--- src/verilog/isaPkg.sv ---
`default_nettype none

package isaPkg;

    localparam int OPCODE_WIDTH    = 5;                     // major opcode field
    localparam int REG_FIELD_WIDTH = 4;                     // ra, rb, rc select
    localparam int CONST_WIDTH     = 19;                    // immediate constant C
    localparam int UNUSED_WIDTH    = 15;                    // pad of register format
    localparam int REG_COUNT       = 1 << REG_FIELD_WIDTH;  // general registers
    localparam int ALU_OP_WIDTH    = 5;

    // alu codes follow the opcodes of the instruction set
    localparam logic [ALU_OP_WIDTH-1:0] ALU_ADD = 5'b00011;
    localparam logic [ALU_OP_WIDTH-1:0] ALU_SUB = 5'b00100;
    localparam logic [ALU_OP_WIDTH-1:0] ALU_AND = 5'b00101;
    localparam logic [ALU_OP_WIDTH-1:0] ALU_OR  = 5'b00110;
    localparam logic [ALU_OP_WIDTH-1:0] ALU_SHR = 5'b00111;
    localparam logic [ALU_OP_WIDTH-1:0] ALU_SHL = 5'b01001;
    localparam logic [ALU_OP_WIDTH-1:0] ALU_MUL = 5'b01111;
    localparam logic [ALU_OP_WIDTH-1:0] ALU_NEG = 5'b10001;
    localparam logic [ALU_OP_WIDTH-1:0] ALU_NOT = 5'b10010;
    localparam logic [ALU_OP_WIDTH-1:0] ALU_NOP = 5'b11010;
    localparam logic [ALU_OP_WIDTH-1:0] ALU_INC = 5'b11100;  // pc increment, no opcode

    typedef struct packed {
        logic [OPCODE_WIDTH-1:0]    opcode;
        logic [REG_FIELD_WIDTH-1:0] ra;      // destination
        logic [REG_FIELD_WIDTH-1:0] rb;      // first source
        logic [REG_FIELD_WIDTH-1:0] rc;      // second source
        logic [UNUSED_WIDTH-1:0]    unused;
    } regFields;

    typedef struct packed {
        logic [OPCODE_WIDTH-1:0]    opcode;
        logic [REG_FIELD_WIDTH-1:0] ra;
        logic [REG_FIELD_WIDTH-1:0] rb;      // base or source
        logic [CONST_WIDTH-1:0]     constant; // two's complement
    } immFields;

    typedef union packed {
        regFields regFormat;    // three-register instructions
        immFields immFormat;    // register plus constant
    } instrWord;

endpackage

`default_nettype wire
--- src/verilog/datapathPkg.sv ---
`default_nettype none

package datapathPkg;

    localparam int DATA_WIDTH      = 32;
    localparam int SHIFT_WIDTH     = 5;       // shift amount bits taken from bus
    localparam int MEM_WORDS       = 512;
    localparam int MEM_ADDR_WIDTH  = 9;
    localparam int LFSR_WIDTH      = 4;       // ack delay generator
    localparam int ACK_DELAY_WIDTH = 2;       // delay 0..3 extra cycles
    localparam logic [LFSR_WIDTH-1:0] LFSR_SEED = 4'b1001;  // any nonzero value

    // bus source select, one code so only one driver at a time
    localparam logic [3:0] SRC_REG    = 4'd0;
    localparam logic [3:0] SRC_PC     = 4'd1;
    localparam logic [3:0] SRC_MDR    = 4'd2;
    localparam logic [3:0] SRC_ZLO    = 4'd3;
    localparam logic [3:0] SRC_ZHI    = 4'd4;
    localparam logic [3:0] SRC_HI     = 4'd5;
    localparam logic [3:0] SRC_LO     = 4'd6;
    localparam logic [3:0] SRC_INPORT = 4'd7;
    localparam logic [3:0] SRC_CONST  = 4'd8;   // sign-extended C field
    localparam logic [3:0] SRC_NONE   = 4'd15;

    // memory requester states
    localparam logic [1:0] MEM_IDLE    = 2'd0;
    localparam logic [1:0] MEM_REQ     = 2'd1;   // req high, waiting for ack
    localparam logic [1:0] MEM_RELEASE = 2'd2;   // req dropped, waiting for ack low

    typedef struct packed {
        logic [3:0] busSource;
        logic       gra;          // select by ra
        logic       grb;          // select by rb
        logic       grc;          // select by rc
        logic       regLoad;
        logic       baOut;        // r0 reads zero
        logic       pcLoad;
        logic       irLoad;
        logic       yLoad;
        logic       zLoad;        // z takes alu result
        logic       hiLoad;
        logic       loLoad;
        logic       marLoad;
        logic       mdrLoad;
        logic       outPortLoad;
        logic       memRead;      // start pulse
        logic       memWrite;     // start pulse
        logic [isaPkg::ALU_OP_WIDTH-1:0] aluOp;
    } controlWord;

endpackage

`default_nettype wire

--- src/verilog/registerFile.sv ---
`timescale 1ns/1ps
`default_nettype none

module registerFile (
    input  logic                                clock,
    input  logic                                reset,
    input  isaPkg::instrWord                    ir,
    input  logic                                gra,
    input  logic                                grb,
    input  logic                                grc,
    input  logic                                regLoad,
    input  logic                                baOut,
    input  logic [datapathPkg::DATA_WIDTH-1:0]  busIn,
    output logic [datapathPkg::DATA_WIDTH-1:0]  regOut
);

    logic [datapathPkg::DATA_WIDTH-1:0] regs [isaPkg::REG_COUNT];  // r0..r15
    logic [isaPkg::REG_FIELD_WIDTH-1:0] select;                    // chosen entry

    // ra/rb/rc sit at the same place in both formats
    always_comb begin
        if (gra) begin
            select = ir.regFormat.ra;
        end else if (grb) begin
            select = ir.regFormat.rb;
        end else if (grc) begin
            select = ir.regFormat.rc;
        end else begin
            select = '0;                  // nothing selected, point at r0
        end
    end

    // base-address read, r0 gives zero so ld/st/addi see plain C
    assign regOut = (baOut && select == '0) ? '0 : regs[select];

    always_ff @(posedge clock) begin
        if (reset) begin
            for (int i = 0; i < isaPkg::REG_COUNT; i++) begin
                regs[i] <= '0;
            end
        end else if (regLoad) begin
            regs[select] <= busIn;        // write port shares the read select
        end
    end

endmodule

`default_nettype wire

--- config.mk ---
export PLATFORM = sky130hd
export DESIGN_NAME = registerFile
export DESIGN_NICKNAME = d
export VERILOG_FILES = /design/src/verilog/isaPkg.sv /design/src/verilog/datapathPkg.sv /design/src/verilog/registerFile.sv
export SDC_FILE = /design/constraint.sdc
export NUM_CORES = 1
export LEC_CHECK = 0
export ABC_AREA = 1
export ABC_CLOCK_PERIOD_IN_PS = 8300
export BUFFER_PORTS_ARGS = -buffer_cell sky130_fd_sc_hd__buf_2
export CORE_ASPECT_RATIO = 0.5
export CORE_MARGIN = 2
export CORE_UTILIZATION = 40
export DETAILED_ROUTE_END_ITERATION = 8
export PLACE_DENSITY = 0.63
export RECOVER_POWER = 25
export SYNTH_ARGS = -nofsm -noshare
export SYNTH_HDL_FRONTEND = slang
export SYNTH_SLANG_ARGS = --single-unit
--- constraint.sdc ---
create_clock -name clock -period 8.3 [get_ports clock]
set_input_delay 1.66 -clock clock [delete_from_list [all_inputs] [get_ports clock]]
set_output_delay 1.66 -clock clock [all_outputs]
set_load 0.05 [all_outputs]
**After elaboration in Yosys (flattened, before gate mapping)**

Memory sizes are Yosys's and may differ from the RTL's.
Cells that the tools add are included.

- Multiplexer cells: 12
- Reductions and logical operators: 3

Operators by type and width:

| kind | number |
|---|---|
| $mux W32 | 2 |
| $reduce_or A32 Y1 | 1 |
| $mux W4 | 4 |
| $mux W1 | 6 |
| $logic_not A4 Y1 | 1 |
| $logic_and A1 B1 Y1 | 1 |

- Flip-flop bits (word level): 0
- Bits in writable memories: 512
- Bits of input ports: 71
- Output and inout port bits: 32
- Memories: 1

Memory list:

| memory | depth | bits a word | read ports | clocked after memory_dff | wr ports | RTL line | text |
|---|---|---|---|---|---|---|---|
| regs | 16 | 32 | 1 | 0 | 16 | registerFile.sv:17 | `logic [datapathPkg::DATA_WIDTH-1:0] regs [isaPkg::REG_COUNT];` |

**Depth between registers and ports, before layout**

- Word-level depth: 6
- Mapped depth: 14
- Mapped depth without buffers: 12

**Worst setup path before layout**

No wires, ideal clock.

- Path type: input-to-output
- Start point: input port gra
- End point: output port regOut[0] in the netlist's numbering
- Data arrival time: 3.550 ns
- Setup slack: 3.090 ns
- Stages: 13
- Cells stage by stage: inv_2 or2_1 buf_2 nand2_1 buf_6 buf_6 buf_4 nor2_1 o21ai_0 nand2_1 nand2_1 nand2_1 nor2_1

- Cells in the longest elaborated chain, start to end: 4
- Elaborated cells between the ends (all ways): 5
- Those cells by class: mux (2); reduce/logical (2); memory (1)

RTL lines:

| what | RTL line | text |
|---|---|---|
| from (decl) | registerFile.sv:8 | `input logic gra,` |
| $mux W4 * | registerFile.sv:22 | `if (gra) begin` |
| parallel branches: the longest is 2 deep, another holds $mem_v2 Z16 W32 | -- |  |
| $mux W32 * | registerFile.sv:34 | `assign regOut = (baOut && select == '0) ? '0 : regs[select];` |
| to (decl) | registerFile.sv:14 | `output logic [datapathPkg::DATA_WIDTH-1:0] regOut` |

Mark *: on every way between the ends.

==> reports/qor.csv <==
stage,metric,value,unit
synthesis,"Seq/Total Area, Yosys",63.96,%
detailed_routing,Detailed Route Iter0 Violations,1997,
floorplanning,total die area,62190,µm²
cells_and_area,Util after Layout,44.45,%
place,port bufs,82,
cts,clk root buf,clkbuf_16,
cts,post-CTS resize count,0,
floorplanning,Die Y,177.3,µm
worst_setup_path,critical path type,input port to register,
sta,worst slew pin tran,2.910,ns
floorplanning,Core ar.,59360,µm²
global_routing,vias in the first global route,16530,
worst_setup_path,Crit. End Element,register,
sta,Max-slew headroom,-94.02,%
sta,Final Critical Period,7.106,ns
cells_and_area,synth-to-layout area growth,9.765,%
detailed_routing,DR WL/cell,19.36,µm
cells_and_area,Fillers,5623,
sta,RSZ-0062 raised after global routing,false,
synthesis,Post-Synthesis Cells,2689,
cells_and_area,layout cells sized above 1,6.879,%
sta,Fmax,140.7,MHz
global_routing,Global Route Usage Sum,21.77,%
cts,CTS max path bufs,3,
cells_and_area,flip-flop count of the largest register after layout,512,
run_status,status,"complete, but fails checks",
sta,final setup margin,1.194,ns
detailed_routing,Vias,17900,
hold_path,Hold WC Path Type,input port to register,
pwr,Power Dens Cells,228.9,nW/µm²
pwr,Peak VDD IR,0.1451,mV
detailed_routing,Vias/cell,5.091,
detailed_routing,first-pass detailed-route iteration total,6,
cts,CTS tree,done,
worst_setup_path,worst-path fanout max,36,
global_routing,antenna violations before repair,2,
detailed_routing,Routed WL,68080,µm
cts,htree depth,2,
synthesis,Synth Net Count,2760,
place,Final HPWL DP,35370,µm
synthesis,Synth Cell Area,24040,µm²
cells_and_area,biggest regs,regs: 512 flops,
synthesis,Syn. warnings,0,
pwr,Leak Pwr,11.35,nW
place,# placed instances,3433,
sta,Final Hold Fails,0,
detailed_routing,# DRC,0,
global_routing,GRT overflow,0,
global_routing,first-pass GRT wire length,101600,µm
floorplanning,initial core utilization,40.50,%
synthesis,"Avg Cell Area, Syn",8.939,µm²
synthesis,Netlist cell types,23,
run_status,violated checks,"max-capacitance violations, max-slew violations",
floorplanning,std cell rows,63,
global_routing,largest net degree at the start of global routing,176,
worst_setup_path,Critical Path RT,8.25,ns
sta,Hold WS,1.645,ns
place,pre-CTS WS,1.962,ns
cells_and_area,Ant. Diodes,0,
detailed_routing,Routed Antenna Nets,0,
worst_setup_path,Worst setup SP type,input port,
synthesis,Yosys reg bits,512,
sta,final setup fails,0,
sta,Final period util,85.61,%
place,RePlAce Congestion,0.8054,
floorplanning,IO Pins,103,
worst_setup_path,"Data arrival, critical path",7.06,ns
cells_and_area,Final nets,2744,
sta,setup TNS,0,ns
cells_and_area,fin cells,3516,
floorplanning,die width,350.7,µm
cts,post-CTS setup repair buffer count,0,
run,max cap viols,14,
cells_and_area,Largest Register,regs,
cts,CTS buffer count,50,
cts,CTS sink count,512,
sta,"Slew Viols, Final",457,
cts,"CTS clk-pin slew, worst paths",0.06,ns
cts,CTS Hold Bufs,0,
## stage by stage
step	power [mW]	area [µm²]
final	6.040	26390
after global routing	6.231	26390
after CTS	6.048	26470
after detailed placement	3.920	24980
after global placement	3.904	24980
after floorplan	3.655	24040
## final timing paths
path	from	endpoint	slack (ns)	cells past startpoint
max	gra	regs[9][22]	1.19	9
min	busIn[3]	regs[5][3]	1.64	3
## cells in the mapped netlist (all sizes together)
| cell | instances | share of area (%) |
|---|---|---|
| a21oi | 1 | 0.021 |
| a31oi | 2 | 0.052 |
| buf | 65 | 1.5 |
| clkbuf | 115 | 1.8 |
| clkinv | 1 | 0.016 |
| edfxtp | 512 | 64 |
| inv | 226 | 3.5 |
| nand2 | 727 | 11 |
| nand3 | 48 | 1.0 |
| nor2 | 801 | 13 |
| nor3 | 3 | 0.10 |
| o21ai | 187 | 3.9 |
| or2 | 1 | 0.026 |
## report_power, final
part	internal, mW	total [mW]	switching (mW)
combinational	0.181	0.828	0.647
sequential	3.01	3.05	0.0385
clock	1.21	2.17	0.956
total	4.40	6.04	1.64
## per-layer routing
layer / wire, µm / GRT usage, % / share of wire [%] / vias to the layer above
met5: 8 / 0 / 0.012 / -
met3: 5837 / 3.438 / 8.6 / 117
li1: - / - / - / 8443
met4: 1713 / 6.456 / 2.5 / 2
met2: 31010 / 34.85 / 46 / 718
met1: 29510 / 30.67 / 43 / 8619
## final cells by class
cell class              instances  area [µm²]  share of cell area (%)
clock buffers                  65        1329                   5.036
inverters                     227       854.6                   3.239
multi-input cells            1770        7047                   26.71
well taps                     812        1016                   3.851
repair buffers                112       601.8                   2.281
clock inverters                18       162.7                  0.6165
flip-flops and latches        512       15370                   58.27
## worst max-delay path: stages
cell and delay [ns]:
clkbuf_1 0.10, inv_1 0.18, nor2_1 0.06, a31oi_1 0.49, nor2_4 0.06, clkbuf_1 0.97, nand2_1 0.31, clkbuf_1 1.77
nand2_2 1.42
## cells by family after synthesis
group	count (synthesis)	synth area share, %
AO/OA/AOI/OAI	190	3.982
buffers and inverters	407	6.871
flip-flops	512	63.96
AND/OR/NAND/NOR	1580	25.19
## cell usage in the layout (no fill, tap or decap), drive strengths merged
master	count
bufinv	3
o21ai	187
nand2	727
nand3	48
nor2	801
clkinvlp	1
inv	226
a31oi	2
buf	99
or2	1
clkbuf	78
nor3	3
clkinv	15
a21oi	1
edfxtp	512
Note: power is estimated with default switching activity, not from simulation.
