[src/verilog/isaPkg.sv]
`default_nettype none

package isaPkg;

    localparam int OPCODE_WIDTH    = 5;                     // major opcode field
    localparam int REG_FIELD_WIDTH = 4;                     // ra, rb, rc select
    localparam int CONST_WIDTH     = 19;                    // immediate constant C
    localparam int UNUSED_WIDTH    = 15;                    // pad of register format
    localparam int REG_COUNT       = 1 << REG_FIELD_WIDTH;  // general registers
    localparam int ALU_OP_WIDTH    = 5;

    // alu codes follow the opcodes of the instruction set
    localparam logic [ALU_OP_WIDTH-1:0] ALU_ADD = 5'b00011;
    localparam logic [ALU_OP_WIDTH-1:0] ALU_SUB = 5'b00100;
    localparam logic [ALU_OP_WIDTH-1:0] ALU_AND = 5'b00101;
    localparam logic [ALU_OP_WIDTH-1:0] ALU_OR  = 5'b00110;
    localparam logic [ALU_OP_WIDTH-1:0] ALU_SHR = 5'b00111;
    localparam logic [ALU_OP_WIDTH-1:0] ALU_SHL = 5'b01001;
    localparam logic [ALU_OP_WIDTH-1:0] ALU_MUL = 5'b01111;
    localparam logic [ALU_OP_WIDTH-1:0] ALU_NEG = 5'b10001;
    localparam logic [ALU_OP_WIDTH-1:0] ALU_NOT = 5'b10010;
    localparam logic [ALU_OP_WIDTH-1:0] ALU_NOP = 5'b11010;
    localparam logic [ALU_OP_WIDTH-1:0] ALU_INC = 5'b11100;  // pc increment, no opcode

    typedef struct packed {
        logic [OPCODE_WIDTH-1:0]    opcode;
        logic [REG_FIELD_WIDTH-1:0] ra;      // destination
        logic [REG_FIELD_WIDTH-1:0] rb;      // first source
        logic [REG_FIELD_WIDTH-1:0] rc;      // second source
        logic [UNUSED_WIDTH-1:0]    unused;
    } regFields;

    typedef struct packed {
        logic [OPCODE_WIDTH-1:0]    opcode;
        logic [REG_FIELD_WIDTH-1:0] ra;
        logic [REG_FIELD_WIDTH-1:0] rb;      // base or source
        logic [CONST_WIDTH-1:0]     constant; // two's complement
    } immFields;

    typedef union packed {
        regFields regFormat;    // three-register instructions
        immFields immFormat;    // register plus constant
    } instrWord;

endpackage

`default_nettype wire
[src/verilog/datapathPkg.sv]
`default_nettype none

package datapathPkg;

    localparam int DATA_WIDTH      = 32;
    localparam int SHIFT_WIDTH     = 5;       // shift amount bits taken from bus
    localparam int MEM_WORDS       = 512;
    localparam int MEM_ADDR_WIDTH  = 9;
    localparam int LFSR_WIDTH      = 4;       // ack delay generator
    localparam int ACK_DELAY_WIDTH = 2;       // delay 0..3 extra cycles
    localparam logic [LFSR_WIDTH-1:0] LFSR_SEED = 4'b1001;  // any nonzero value

    // bus source select, one code so only one driver at a time
    localparam logic [3:0] SRC_REG    = 4'd0;
    localparam logic [3:0] SRC_PC     = 4'd1;
    localparam logic [3:0] SRC_MDR    = 4'd2;
    localparam logic [3:0] SRC_ZLO    = 4'd3;
    localparam logic [3:0] SRC_ZHI    = 4'd4;
    localparam logic [3:0] SRC_HI     = 4'd5;
    localparam logic [3:0] SRC_LO     = 4'd6;
    localparam logic [3:0] SRC_INPORT = 4'd7;
    localparam logic [3:0] SRC_CONST  = 4'd8;   // sign-extended C field
    localparam logic [3:0] SRC_NONE   = 4'd15;

    // memory requester states
    localparam logic [1:0] MEM_IDLE    = 2'd0;
    localparam logic [1:0] MEM_REQ     = 2'd1;   // req high, waiting for ack
    localparam logic [1:0] MEM_RELEASE = 2'd2;   // req dropped, waiting for ack low

    typedef struct packed {
        logic [3:0] busSource;
        logic       gra;          // select by ra
        logic       grb;          // select by rb
        logic       grc;          // select by rc
        logic       regLoad;
        logic       baOut;        // r0 reads zero
        logic       pcLoad;
        logic       irLoad;
        logic       yLoad;
        logic       zLoad;        // z takes alu result
        logic       hiLoad;
        logic       loLoad;
        logic       marLoad;
        logic       mdrLoad;
        logic       outPortLoad;
        logic       memRead;      // start pulse
        logic       memWrite;     // start pulse
        logic [isaPkg::ALU_OP_WIDTH-1:0] aluOp;
    } controlWord;

endpackage

`default_nettype wire

[src/verilog/alu.sv]
`timescale 1ns/1ps
`default_nettype none

module alu (
    input  logic [isaPkg::ALU_OP_WIDTH-1:0]      aluOp,
    input  logic [datapathPkg::DATA_WIDTH-1:0]   yValue,    // first operand, from Y
    input  logic [datapathPkg::DATA_WIDTH-1:0]   busValue,  // second operand
    output logic [2*datapathPkg::DATA_WIDTH-1:0] result     // goes to Z
);

    logic signed [2*datapathPkg::DATA_WIDTH-1:0] product;  // full signed mul
    logic [datapathPkg::DATA_WIDTH-1:0]          low;      // 32-bit result
    logic                                        extend;   // sign-extend low word
    logic [datapathPkg::SHIFT_WIDTH-1:0]         shamt;

    assign shamt   = busValue[datapathPkg::SHIFT_WIDTH-1:0];
    assign product = $signed(yValue) * $signed(busValue);

    always_comb begin
        low    = '0;
        extend = 1'b0;
        case (aluOp)
            isaPkg::ALU_ADD: begin
                low    = yValue + busValue;
                extend = 1'b1;
            end
            isaPkg::ALU_SUB: begin
                low    = yValue - busValue;
                extend = 1'b1;
            end
            isaPkg::ALU_AND: low = yValue & busValue;
            isaPkg::ALU_OR:  low = yValue | busValue;
            isaPkg::ALU_SHL: low = yValue << shamt;
            isaPkg::ALU_SHR: low = yValue >> shamt;   // logical shift
            isaPkg::ALU_NEG: begin
                low    = '0 - busValue;               // unary, bus only
                extend = 1'b1;
            end
            isaPkg::ALU_NOT: low = ~busValue;
            isaPkg::ALU_INC: low = busValue + 32'd1;  // pc + 1 through the bus
            isaPkg::ALU_NOP: low = '0;
            default:         low = '0;                // mul handled below
        endcase
    end

    // mul fills both halves for HI/LO, the rest carry a 32-bit result
    assign result = (aluOp == isaPkg::ALU_MUL) ? product
                  : {{datapathPkg::DATA_WIDTH{extend & low[datapathPkg::DATA_WIDTH-1]}}, low};

endmodule

`default_nettype wire

[config.mk]
export PLATFORM = sky130hd
export DESIGN_NAME = alu
export DESIGN_NICKNAME = d
export VERILOG_FILES = /design/src/verilog/isaPkg.sv /design/src/verilog/datapathPkg.sv /design/src/verilog/alu.sv
export SDC_FILE = /design/constraint.sdc
export NUM_CORES = 2
export LEC_CHECK = 0
export ABC_AREA = 1
export BUFFER_PORTS_ARGS = -buffer_cell sky130_fd_sc_hd__buf_2
export CAP_MARGIN = 40
export CELL_PAD_IN_SITES_DETAIL_PLACEMENT = 1
export CELL_PAD_IN_SITES_GLOBAL_PLACEMENT = 2
export CORE_MARGIN = 2
export CORE_UTILIZATION = 39
export DETAILED_ROUTE_END_ITERATION = 10
export PLACE_DENSITY_LB_ADDON = 0.1
export SYNTH_ARGS = -nofsm -noshare
export SYNTH_HDL_FRONTEND = slang
export SYNTH_SLANG_ARGS = --single-unit
[constraint.sdc]
create_clock -name vclk -period 10.2
set_input_delay 1.02 -clock vclk [all_inputs]
set_output_delay 1.02 -clock vclk [all_outputs]
set_load 0.02 [all_outputs]
Word level (Yosys, flattened, before mapping)
Index checks and enable logic that the tools add are counted.
- multipliers: 1
- equal/unequal tests: 10
- multiplexer cells: 3
- $add $sub $neg: 4
- shifts and indexed selects: 2
- bitwise operators: 4
- reduce and logical (&&, ||, !) cells: 1
- operators with widths (cell ; count):
    32-bit one-hot mux with 9 select lines ; 1
    32-bit by 32-bit multiplier with 64-bit output ; 1
    64-bit 2-to-1 mux ; 1
    32-bit by 1-bit adder with 32-bit output (second input constant) ; 1
    32-bit adder ; 1
    32-bit bitwise AND ; 1
    32-bit NOT ; 1
    32-bit OR ; 1
    32-bit by 5-bit << shifter with 32-bit output ; 1
    32-bit by 5-bit right shift with 32-bit output ; 1
    1-bit by 32-bit subtractor with 32-bit output (first input constant) ; 1
    32-bit subtractor ; 1
    5-bit by 3-bit equality test with 1-bit output (second input constant) ; 4
    5-bit equality test (second input constant) ; 3
    5-bit by 4-bit equality test with 1-bit output (second input constant) ; 2
    5-bit by 2-bit equality test with 1-bit output (second input constant) ; 1
    3-bit OR reduction ; 1
    1-bit bitwise AND ; 1
    1-bit 2-to-1 mux ; 1
- input port bits: 69
- register bits after elaboration: 0
- output and inout bits: 64
- word-level logic and storage cells: 25

Logic depth before layout (Yosys ltp)
- depth after elaboration: 5
- gate-level depth with buffers: 35
- gate-level depth less buffers: 31

Worst setup path before layout
OpenSTA, ideal clock, no wires.
- path type: input -> output
- start: input port busValue[3] (netlist name)
- end: output port result[51] (netlist name)
- path slack: 0.662 ns
- stages on the path: 30
- arrival time: 8.518 ns
- required time: 9.180 ns
- cells stage by stage: clkbuf_1 > clkbuf_1 > buf_1 > clkbuf_1 > nand2_1 > inv_1 > fa_1 > fa_1 > fa_1 > fa_1 > inv_1 > fa_1 > inv_1 > fa_1 > inv_1 > fa_1 > inv_1 > fa_1 > ha_1 > nand2_1 > nor2_1 > inv_1 > nor2_1 > inv_1 > nor3_1 > nand3_1 > nand3_1 > nand2_1 > nand3_1 > nand2_2
- longest elaborated chain between the ends: 4
- elaborated cells between the ends (all ways): 10
- those cells by class: 4 x add/sub; 1 x mul; 2 x shift; 2 x mux; 1 x bitwise
- RTL lines (item ; RTL line ; RTL):
    from (decl) ; alu.sv:7 ; input logic [datapathPkg::DATA_WIDTH-1:0] busValue,
    parallel branches: the longest is 3 deep, another holds 32-bit by 32-bit multiplier with 64-bit output ; - ;
    64-bit 2-to-1 mux * ; alu.sv:47 ; assign result = (aluOp == isaPkg::ALU_MUL) ? product
    to (decl) ; alu.sv:8 ; output logic [2*datapathPkg::DATA_WIDTH-1:0] result
Mark *: on every way between the ends.

Worst setup path in the final report
- start: input port yValue[31] (netlist name)
- end: output port result[50] (netlist name)
- longest elaborated chain between the ends: 4
- elaborated cells between the ends (all ways): 10
- those cells by class: 2 x add/sub; 1 x mul; 2 x shift; 2 x mux; 3 x bitwise
- RTL lines (item ; RTL line ; RTL):
    from (decl) ; alu.sv:6 ; input logic [datapathPkg::DATA_WIDTH-1:0] yValue,
    parallel branches: the longest is 3 deep, another holds 32-bit by 32-bit multiplier with 64-bit output ; - ;
    64-bit 2-to-1 mux * ; alu.sv:47 ;
Marks and branches as above.

==> summary.log <==
[layout] flip-flop and latch count 0
[logic_synthesis] Syn Inst Count 6916
[clocking] number of hold-repair buffers added at the cts stage 0
[floorplan] CORE AREA 122000 µm²
[layout] number of clock buffers in the layout 0
[sta] Relative slew margins 0.378
[placed_design] global placement routability congestion 0.985
[global_routing] overall track demand over capacity in global routing 0.341
[setup_path] Critical Setup Path Class in2out
[setup_path] CP most frequent cell fa_1
[global_routing] initial antenna violation count 10
[floorplan] standard-cell row count 128
[global_routing] met2 layer usage reported by global route 0.542
[logic_synthesis] mean instance size in the synthesized netlist 6.93 µm²
[setup_path] data required time of the worst path 9.18 ns
[setup_path] endpoint kind of the worst setup timing path output pin
[global_routing] leftover overflow at the end of global routing 0
[setup_path] CP peak stage delay 0.82 ns
[sta] Setup violations, final 0
[layout] fraction of final layout cells sized beyond drive strength 1 0.0618
[sta] Final Cycle Share 0.967
[floorplan] initial cell density of the core 0.393
[setup_path] Worst path slowest cell fa_1
[setup_path] Startpoint Class input port
[detailed_routing] number of iterations in the first detailed-routing pass 6
[detailed_routing] final wirelength 211 mm
[logic_synthesis] post-synth top area cell fa_1
[run_status] result of the run complete, no violations
[logic_synthesis] count of warnings emitted by yosys 0
[layout] NumNets Final 8329
[layout] area occupied by registers 0 µm²
[sta] maximum achievable frequency 0.101 GHz
[global_routing] global-route met3 utilization 0.0438
[sta] final count of hold timing violations 0
[logic_synthesis] sequential-to-total area share from yosys stat 0
[clocking] number of setup buffers added after CTS 0
[sta] final worst path period need 9.87 ns
[worst_hold_path] worst hold path type in2out
[setup_path] Worst Path Max Fanout 20
[global_routing] first-pass GRT wire length 317 mm
[sta] Final Slew Violations 0
[detailed_routing] Starting DRT DRC Count 3606
[logic_synthesis] synthesized net count 8315
[logic_synthesis] leading post-synthesis cells by cell area fa_1 45%, nand2_1 15%, inv_1 15%, ha_1 6.4%, nand3_1 4.0%
[logic_synthesis] library cells used by synthesis 48
[global_routing] M1 GR Usage 0.493
[sta] accumulated negative setup slack 0 ns
[floorplan] io pins 133
[floorplan] die area 126000 µm²
[global_routing] maximum number of pins on one net before global-route repair 66
[global_routing] number of global-route vias before repair 48000
[logic_synthesis] cell types with the highest counts after synthesis 1943 x nand2_1, 1855 x inv_1, 1084 x fa_1
[setup_path] critical path, cell by cell buf_2 > nand2_1 > inv_1 > fa_1 > fa_1 > fa_1 > buf_4 > fa_1 > fa_1 > fa_1 > fa_1 > fa_1 > ha_1 > a21oi_1 > o21ai_0 > a21oi_1 > nor2_1 > nor2_1 > nand3_1 > nand2_1 > nand3_1 > nand2_2 > buf_2
[logic_synthesis] netlist area before placement 47900 µm²
[sta] unrepaired setup endpoints after global routing no
[clocking] # resized after CTS 0
[sta] transition at the pin with the smallest max-transition slack 0.934 ns
[detailed_routing] final routed wire length divided by cell count 24.7 µm
[placed_design] HPWL after detailed placement 185 mm
[sta] Fin Hold WS 2.79 ns
[placed_design] port bufs 133
[setup_path] arrival time at the worst endpoint 8.85 ns
[detailed_routing] routed vias/inst 5.23
[layout] relative area change from synthesis to final layout 6.57%
[run] count of max-cap constraint violations 0
[logic_synthesis] proportion of netlist area held by the largest area contributor 0.453
[detailed_routing] number of design rule violations left after detail routing 0
[global_routing] GR peak layer met2
[floorplan] DIE WIDTH 355 µm
[floorplan] Die Height 355 µm
[detailed_routing] via total after detailed routing 44700
[logic_synthesis] cell with the most instances after synthesis nand2_1
[detailed_routing] count of antenna-violating nets left after detailed routing 0
## critical path: cells and delay by family
kind,cells,cell delay (ns)
compound gates,3,0.99
buf+inv,4,0.98
simple gates,7,1.05
fa+ha+maj,9,4.75
## layer usage
layer	wire (µm)	share of wire
met1	95500	0.45
met2	95500	0.45
met3	14300	0.068
met4	6090	0.029
met5	27	0.00013
## logic make-up after synthesis
group,share of synthesized area
multiplexers,0.00146
AND/OR/NAND/NOR,0.248
XOR/XNOR,0.00694
buffers and inverters,0.175
AO/OA/AOI/OAI,0.0519
adder cells (fa/ha/maj),0.517
## final timing paths
check / endpoint / slack, ns / startpoint / cells after the start
worst max-delay path: result[50] / 0.33 / yValue[31] / 23
worst min-delay path: result[3] / 2.79 / aluOp[4] / 6
## final cells by class
type	count	area [µm²]
Antenna cell	5	12.5
Fill cell	15800	70800
Inverter	1873	7030
Multi-Input combinational cell	4715	39500
Tap cell	1625	2030
Timing Repair Buffer	340	2450
## cells in the final DEF (no fill, tap or decap), drive strengths merged
master / instances
xor2: 26
o22ai: 10
o221ai: 12
o2111ai: 2
fa: 1084
nand3: 389
a21oi: 208
o211ai: 21
and2: 2
diode: 5
o21bai: 23
nor4: 6
nor3: 30
nand2: 1982
o21ai: 155
mux2i: 7
nand4: 72
xnor2: 12
or2: 10
ha: 246
nand2b: 1
a21o: 6
a221oi: 1
o21a: 3
inv: 1873
nor2: 372
a22o: 1
a21boi: 2
nand3b: 26
buf: 340
and3: 5
a211oi: 1
## stage by stage
stage / setup slack (ns) / util / area [µm²] / cells
after floorplan: 0.662 / - / 47900 / 6916
after global placement: 0.343 / 0.417 / 50900 / 8542
after detailed placement: 0.414 / 0.419 / 51100 / 8553
after CTS: 0.375 / 0.419 / 51100 / 8553
after global routing: 0.00968 / 0.419 / 51100 / 8553
final: 0.333 / 0.419 / 51100 / 8558
