===== src/verilog/isaPkg.sv =====
`default_nettype none

package isaPkg;

    localparam int OPCODE_WIDTH    = 5;                     // major opcode field
    localparam int REG_FIELD_WIDTH = 4;                     // ra, rb, rc select
    localparam int CONST_WIDTH     = 19;                    // immediate constant C
    localparam int UNUSED_WIDTH    = 15;                    // pad of register format
    localparam int REG_COUNT       = 1 << REG_FIELD_WIDTH;  // general registers
    localparam int ALU_OP_WIDTH    = 5;

    // alu codes follow the opcodes of the instruction set
    localparam logic [ALU_OP_WIDTH-1:0] ALU_ADD = 5'b00011;
    localparam logic [ALU_OP_WIDTH-1:0] ALU_SUB = 5'b00100;
    localparam logic [ALU_OP_WIDTH-1:0] ALU_AND = 5'b00101;
    localparam logic [ALU_OP_WIDTH-1:0] ALU_OR  = 5'b00110;
    localparam logic [ALU_OP_WIDTH-1:0] ALU_SHR = 5'b00111;
    localparam logic [ALU_OP_WIDTH-1:0] ALU_SHL = 5'b01001;
    localparam logic [ALU_OP_WIDTH-1:0] ALU_MUL = 5'b01111;
    localparam logic [ALU_OP_WIDTH-1:0] ALU_NEG = 5'b10001;
    localparam logic [ALU_OP_WIDTH-1:0] ALU_NOT = 5'b10010;
    localparam logic [ALU_OP_WIDTH-1:0] ALU_NOP = 5'b11010;
    localparam logic [ALU_OP_WIDTH-1:0] ALU_INC = 5'b11100;  // pc increment, no opcode

    typedef struct packed {
        logic [OPCODE_WIDTH-1:0]    opcode;
        logic [REG_FIELD_WIDTH-1:0] ra;      // destination
        logic [REG_FIELD_WIDTH-1:0] rb;      // first source
        logic [REG_FIELD_WIDTH-1:0] rc;      // second source
        logic [UNUSED_WIDTH-1:0]    unused;
    } regFields;

    typedef struct packed {
        logic [OPCODE_WIDTH-1:0]    opcode;
        logic [REG_FIELD_WIDTH-1:0] ra;
        logic [REG_FIELD_WIDTH-1:0] rb;      // base or source
        logic [CONST_WIDTH-1:0]     constant; // two's complement
    } immFields;

    typedef union packed {
        regFields regFormat;    // three-register instructions
        immFields immFormat;    // register plus constant
    } instrWord;

endpackage

`default_nettype wire

===== src/verilog/datapathPkg.sv =====
`default_nettype none

package datapathPkg;

    localparam int DATA_WIDTH      = 32;
    localparam int SHIFT_WIDTH     = 5;       // shift amount bits taken from bus
    localparam int MEM_WORDS       = 512;
    localparam int MEM_ADDR_WIDTH  = 9;
    localparam int LFSR_WIDTH      = 4;       // ack delay generator
    localparam int ACK_DELAY_WIDTH = 2;       // delay 0..3 extra cycles
    localparam logic [LFSR_WIDTH-1:0] LFSR_SEED = 4'b1001;  // any nonzero value

    // bus source select, one code so only one driver at a time
    localparam logic [3:0] SRC_REG    = 4'd0;
    localparam logic [3:0] SRC_PC     = 4'd1;
    localparam logic [3:0] SRC_MDR    = 4'd2;
    localparam logic [3:0] SRC_ZLO    = 4'd3;
    localparam logic [3:0] SRC_ZHI    = 4'd4;
    localparam logic [3:0] SRC_HI     = 4'd5;
    localparam logic [3:0] SRC_LO     = 4'd6;
    localparam logic [3:0] SRC_INPORT = 4'd7;
    localparam logic [3:0] SRC_CONST  = 4'd8;   // sign-extended C field
    localparam logic [3:0] SRC_NONE   = 4'd15;

    // memory requester states
    localparam logic [1:0] MEM_IDLE    = 2'd0;
    localparam logic [1:0] MEM_REQ     = 2'd1;   // req high, waiting for ack
    localparam logic [1:0] MEM_RELEASE = 2'd2;   // req dropped, waiting for ack low

    typedef struct packed {
        logic [3:0] busSource;
        logic       gra;          // select by ra
        logic       grb;          // select by rb
        logic       grc;          // select by rc
        logic       regLoad;
        logic       baOut;        // r0 reads zero
        logic       pcLoad;
        logic       irLoad;
        logic       yLoad;
        logic       zLoad;        // z takes alu result
        logic       hiLoad;
        logic       loLoad;
        logic       marLoad;
        logic       mdrLoad;
        logic       outPortLoad;
        logic       memRead;      // start pulse
        logic       memWrite;     // start pulse
        logic [isaPkg::ALU_OP_WIDTH-1:0] aluOp;
    } controlWord;

endpackage

`default_nettype wire


===== src/verilog/memoryInterface.sv =====
`timescale 1ns/1ps
`default_nettype none

module memoryInterface (
    input  logic                                    clock,
    input  logic                                    reset,
    input  datapathPkg::controlWord                 control,
    input  logic [datapathPkg::DATA_WIDTH-1:0]      busIn,
    output logic [datapathPkg::DATA_WIDTH-1:0]      mdrValue,
    output logic                                    memReq,
    output logic                                    memWe,
    output logic [datapathPkg::MEM_ADDR_WIDTH-1:0]  memAddr,
    output logic [datapathPkg::DATA_WIDTH-1:0]      memWData,
    input  logic                                    memAck,
    input  logic [datapathPkg::DATA_WIDTH-1:0]      memRData,
    output logic                                    memDone
);

    logic [1:0]                               state;
    logic [datapathPkg::MEM_ADDR_WIDTH-1:0]   mar;
    logic [datapathPkg::DATA_WIDTH-1:0]       mdr;
    logic                                     start;   // accepted start pulse

    // pulses during a busy handshake are dropped
    assign start    = (control.memRead | control.memWrite) &&
                      state == datapathPkg::MEM_IDLE && !memAck;
    assign mdrValue = mdr;

    always_ff @(posedge clock) begin
        if (reset) begin
            state   <= datapathPkg::MEM_IDLE;
            memReq  <= 1'b0;
            memWe   <= 1'b0;
            memDone <= 1'b0;
            mar     <= '0;
            mdr     <= '0;
        end else begin
            memDone <= 1'b0;                                      // one-cycle pulse
            if (control.marLoad) mar <= busIn[datapathPkg::MEM_ADDR_WIDTH-1:0];
            if (control.mdrLoad) mdr <= busIn;
            case (state)
                datapathPkg::MEM_IDLE: if (start) begin
                    memReq <= 1'b1;                               // phase 1
                    memWe  <= control.memWrite;                   // write wins if both
                    state  <= datapathPkg::MEM_REQ;
                end
                datapathPkg::MEM_REQ: if (memAck) begin
                    if (!memWe) mdr <= memRData;                  // read data into MDR
                    memReq <= 1'b0;                               // phase 3
                    state  <= datapathPkg::MEM_RELEASE;
                end
                datapathPkg::MEM_RELEASE: if (!memAck) begin
                    memWe   <= 1'b0;
                    memDone <= 1'b1;                              // phase 5
                    state   <= datapathPkg::MEM_IDLE;
                end
                default: state <= datapathPkg::MEM_IDLE;
            endcase
        end
    end

    // address and data frozen for the whole request
    always_ff @(posedge clock) begin
        if (start) begin
            memAddr  <= mar;
            memWData <= mdr;
        end
    end

endmodule

`default_nettype wire


===== config.mk =====
export PLATFORM = sky130hd
export DESIGN_NAME = memoryInterface
export DESIGN_NICKNAME = d
export VERILOG_FILES = /design/src/verilog/isaPkg.sv /design/src/verilog/datapathPkg.sv /design/src/verilog/memoryInterface.sv
export SDC_FILE = /design/constraint.sdc
export NUM_CORES = 1
export LEC_CHECK = 0
export BUFFER_PORTS_ARGS = -buffer_cell sky130_fd_sc_hd__buf_2
export CORE_ASPECT_RATIO = 1.5
export CORE_UTILIZATION = 33
export DETAILED_ROUTE_END_ITERATION = 16
export PLACE_DENSITY = 0.68
export SLEW_MARGIN = 0
export SYNTH_ARGS = -nofsm -noshare
export SYNTH_HDL_FRONTEND = slang
export SYNTH_SLANG_ARGS = --single-unit

===== constraint.sdc =====
create_clock -name clock -period 3.8 [get_ports clock]
set_input_delay 0.57 -clock clock [delete_from_list [all_inputs] [get_ports clock]]
set_output_delay 0.57 -clock clock [all_outputs]
set_load 0.1 [all_outputs]

# After elaboration in Yosys (flattened, before gate mapping)
# Cells that the tools add are included.
# word_totals
regBits	87
inputBits	92
# classes
n_eq_ne	5
mux	15
bitwise	2
reduce_logical	10
# op_table
op	count
$mux W32	4
$reduce_and A3 Y1	3
$mux W2	3
$ne A2 B2 Y1 const B	3
$pmux W2 S3	1
$mux W1	5
$pmux W1 S2	2
$reduce_bool A2 Y1	2
$eq A2 B1 Y1 const B	1
$eq A2 B2 Y1 const B	1
$logic_and A1 B1 Y1	2
$logic_not A2 Y1	1
$reduce_or A2 Y1	1
$logic_not A1 Y1	1
$not A1 Y1	1
$or A1 B1 Y1	1

# Logic depth before layout (Yosys ltp)
# logic_depth
ltp_word	5
ltp_mapped	5
ltp_nobuf	3

# Least setup slack after synthesis
# OpenSTA, ideal clock, no wires.
# synth_timing
path_type	input to register
startpoint	input memAck
endpoint	register memAddr[0] (netlist bit), enable pin
setup_time_ns	0.395
t_arrival_ns	1.689
required_time_ns	3.405
setup_slack_ns	1.716
cell_stages	3
n_path_buf	0
path_cell_list	nor3_1 o21ai_0 inv_1
# synth_between
elab_chain_len	2
# synth_lines
item	line	source
start: declaration	memoryInterface.sv:14	input logic memAck,
$logic_not A1 Y1	n/a	
$logic_and A1 B1 Y1	memoryInterface.sv:26	state == datapathPkg::MEM_IDLE && !memAck;
net start	memoryInterface.sv:22	logic start;
end signal: assignment	memoryInterface.sv:65	memAddr <= mar;
end: declaration	memoryInterface.sv:12	output logic [datapathPkg::MEM_ADDR_WIDTH-1:0] memAddr,
# The timed path passes the listed nets, and every way through them passes these cells.
# A chain may end at the register's enable or synchronous reset.

# Worst setup path after layout
# layout_timing
startpoint	register state[0]
endpoint	register mdr, in the netlist mdrValue[21]
# layout_between
elab_chain_len	2
# layout_lines
item	line	source
start: declaration	memoryInterface.sv:19	logic [1:0] state;
start signal: assignment	memoryInterface.sv:31	state <= datapathPkg::MEM_IDLE;
start signal: assignment	memoryInterface.sv:45	state <= datapathPkg::MEM_REQ;
start signal: assignment	memoryInterface.sv:50	state <= datapathPkg::MEM_RELEASE;
$eq A2 B1 Y1	memoryInterface.sv:41	case (state)
$mux W32	memoryInterface.sv:41	
end signal: assignment	memoryInterface.sv:40	if (control.mdrLoad) mdr <= busIn;
end signal: assignment	memoryInterface.sv:48	if (!memWe) mdr <= memRData;
end: declaration	memoryInterface.sv:21	logic [datapathPkg::DATA_WIDTH-1:0] mdr;
# Every way passes these cells.

==> results.sh <==
export IMPL_violations="design-rule violations"
export IMPL_syn_area_um2=3320
export IMPL_grt_pass1_wl_mm=11.1
export IMPL_yosys_area_share_xor_xnor_pct=0.264
export IMPL_via_per_inst=4.72
export IMPL_synthAdderAreaFrac_pct=0
export IMPL_grtUsageTotal_pct=13.9
export IMPL_dr_total_vias=2340
export IMPL_multi_input_area_um2=1060
export IMPL_r2r_start="state[0]"
export IMPL_rr_worst_depth=4
export IMPL_path_clk_slew_ps=60
export IMPL_rows=44
export IMPL_hpwl_mm=4.88
export IMPL_areaGrowthSynthToFinish_pct=32.4
export IMPL_coreArea_um2=9740
export IMPL_nFillCells=907
export IMPL_worst_slew_margin_rel_pct=20.2
export IMPL_htreeDepth=3
export IMPL_power_leakage_uw=0.00197
export IMPL_placedCellCount=480
export IMPL_synth_top_family_by_area="compound AO/OA/AOI/OAI gates"
export IMPL_seq_area_um2=2150
export IMPL_ctsHoldBuffers=0
export IMPL_grt_max_degree=47
export IMPL_clock_latency_ps=330
export IMPL_ys_ff_latch=87
export IMPL_antenna_found_initial=0
export IMPL_cp_cell_sequence="nand4bb_4, buf_4, nor2_1, a211oi_2"
export IMPL_post_route_period_util_pct=52.7
export IMPL_setup_tns_ps=0
export IMPL_outcome="finished, violations left"
export IMPL_antenna_cells=0
export IMPL_worst_ir_drop_vdd_v=0.000269
export IMPL_final_layout_size_suffix_gt1_share_pct=49.6
export IMPL_critPathLaunch="state[0]"
export IMPL_crit_fanout=40
export IMPL_post_cts_setup_buffers=0
export IMPL_synth_cells=235
export IMPL_ctsResizeCount=0
export IMPL_synth_common_cells="dfxtp_1, nor2_1, edfxtp_1, mux2i_1, a211oi_2"
export IMPL_cts_root_buf="clkbuf_16"
export IMPL_cp_start_kind="register"
export IMPL_crit_type="reg -> reg"
export IMPL_place_ws_ps=1550
export IMPL_tightest_slew_ps=1200
export IMPL_numCtsBuffers=9
export IMPL_ys_top_cells_by_area="edfxtp_1, dfxtp_1, mux2i_1, a211oi_2, nor2_1"
export IMPL_ioPinCount=168
export IMPL_clock_sinks=87
export IMPL_gr_usage_met1_pct=14.9
export IMPL_required_ps=3960
export IMPL_fmax_mhz=499
export IMPL_dieWidth_um=83.8
export IMPL_finalNonFillerCells=496
export IMPL_min_to="memAddr[2]"
export IMPL_reg2reg_to="mdrValue[21]"
export IMPL_synth_ff_type="dfxtp_1"
export IMPL_portBuffers=146
export IMPL_powerDensity_nw_per_um2=591
export IMPL_synth_top_area_share_pct=37.1
export IMPL_ys_seq_area_share_pct=64.9
export IMPL_ant_nets=0
export IMPL_yosysMostFrequentCell="dfxtp_1"
export IMPL_cts_path_max_buffers=2
export IMPL_synth_nets=327
export IMPL_initialDrtViolationCount=103
export IMPL_yosys_area_share_simple_pct=6.15
export IMPL_first_pass_iters=9
export IMPL_setup_viol=0
export IMPL_hold_path_class="reg -> reg"
export IMPL_globalRouteOverflowTotal=0
export IMPL_die_area_um2=10500
export IMPL_finalClockSkew_ps=6.72
export IMPL_grt_pass1_vias=2289
export IMPL_endpoint_kind="register"
export IMPL_setup_slack_ps=1800
export IMPL_cts_tree="yes"
export IMPL_initial_core_util_pct=34.0
export IMPL_drc=17
export IMPL_muxShareOfSynthArea_pct=12.4
export IMPL_critical_path_arrival_ps=2160
export IMPL_hold_depth=0
export IMPL_top_usage_layer="met2"
export IMPL_wire_per_inst_um=14.5
export IMPL_avgSynthCellArea_um2=14.1
export IMPL_synth_compound_area_share_pct=12.6
export IMPL_synth_edff_count=41
export IMPL_yosysWarningCount=0
export IMPL_period_needed_ps=2000
export IMPL_gp_congestion=0.761
export IMPL_hold_viol=0
export IMPL_die_y_um=125
export IMPL_ys_types=23
export IMPL_routed_wl_mm=7.17
export IMPL_slowest_stage="nand4bb_4"
export IMPL_grt_use_met2_pct=24.7
export IMPL_min_from="mar[2]"
export IMPL_slowest_delay_ps=620
export IMPL_num_nets_final=468
export IMPL_ff2ff_setup_slack_ps=1800
export IMPL_grt_util_met3_pct=3.25
export IMPL_drv_slew=0
export IMPL_maxCapViolCount=0
export IMPL_synthArstFlopShare_pct=0
export IMPL_rsz0062_at_grt="no"
export IMPL_synth_area_leader_cell="edfxtp_1"
state kept, by name (all words and copies together) (netlist names):
| name | cells |
|---|---|
| memDone | 1 |
| memAddr | 9 |
| mdrValue | 32 |
| state | 2 |
| memWData | 32 |
| memWe | 1 |
| mar | 9 |
| memReq | 1 |
critical path: cells and delay by family, from the launching register on:
kind / cells / cell delay [ps]
flip-flops: 1 / 480
AO/OA/AOI/OAI: 1 / 60
buffers and inverters: 1 / 500
AND/OR/NAND/NOR: 2 / 790
area by class of cell:
type | count | area share [%]
Tap cell | 115 | 3.28
Multi-Input combinational cell | 129 | 24.1
Clock buffer | 13 | 5.70
Inverter | 2 | 0.171
Sequential cell | 87 | 49.0
Timing Repair Buffer | 147 | 16.8
Clock inverter | 3 | 0.969
cells by family (layout without fill, tap and decap cells):
group	count (synthesis)	after routing
and+or+nand+nor	49	49
AOI/OAI and AO/OA	38	38
xor gates and xnor gates	1	1
buffers and inverters	19	165
muxes	41	41
DFF	87	87
stage by stage:
stage	cell area, um2	hold WS, ps	power (uW)	util (%)
after global placement	4100	411	1760	42.1
after floorplan	3320	408	1650	-
after global routing	4390	447	2690	45.1
final	4390	430	2590	45.1
after CTS	4390	430	2630	45.1
after detailed placement	4100	416	1760	42.1
layer usage:
metal  up-vias  share of wire, %
li1       1143                 -
met1      1105                39
met2        77                53
met3        15               4.5
met4         0               3.3
met5         -                 0
where the power goes:
group / internal, uW / switching (uW)
Combinational: 114 / 534
Sequential: 1060 / 31.1
Clock: 527 / 330
placed cells by master (no fill, tap or decap), types with 2 or more instances in the layout:
cell type / netlist / layout
a211oi_1: 4 / 4
edfxtp_1: 41 / 41
o21ai_0: 2 / 2
mux2i_1: 41 / 41
buf_2: 6 / 146
clkbuf_16: 0 / 9
nor2_1: 43 / 43
dfxtp_1: 46 / 46
a211oi_2: 28 / 28
a21oi_1: 2 / 2
clkbuf_1: 2 / 3
worst max-delay path by stage:
stage / end / slack (ps) / cells after the start
floorplan: memAddr[0] / 1720 / 3
global placement: mdrValue[31] / 1560 / 5
detailed placement: mdrValue[3] / 1550 / 5
CTS: mdrValue[21] / 1780 / 4
global route: mdrValue[30] / 1660 / 4
finish: mdrValue[21] / 1800 / 4
Power figures use the tool's default switching activity.
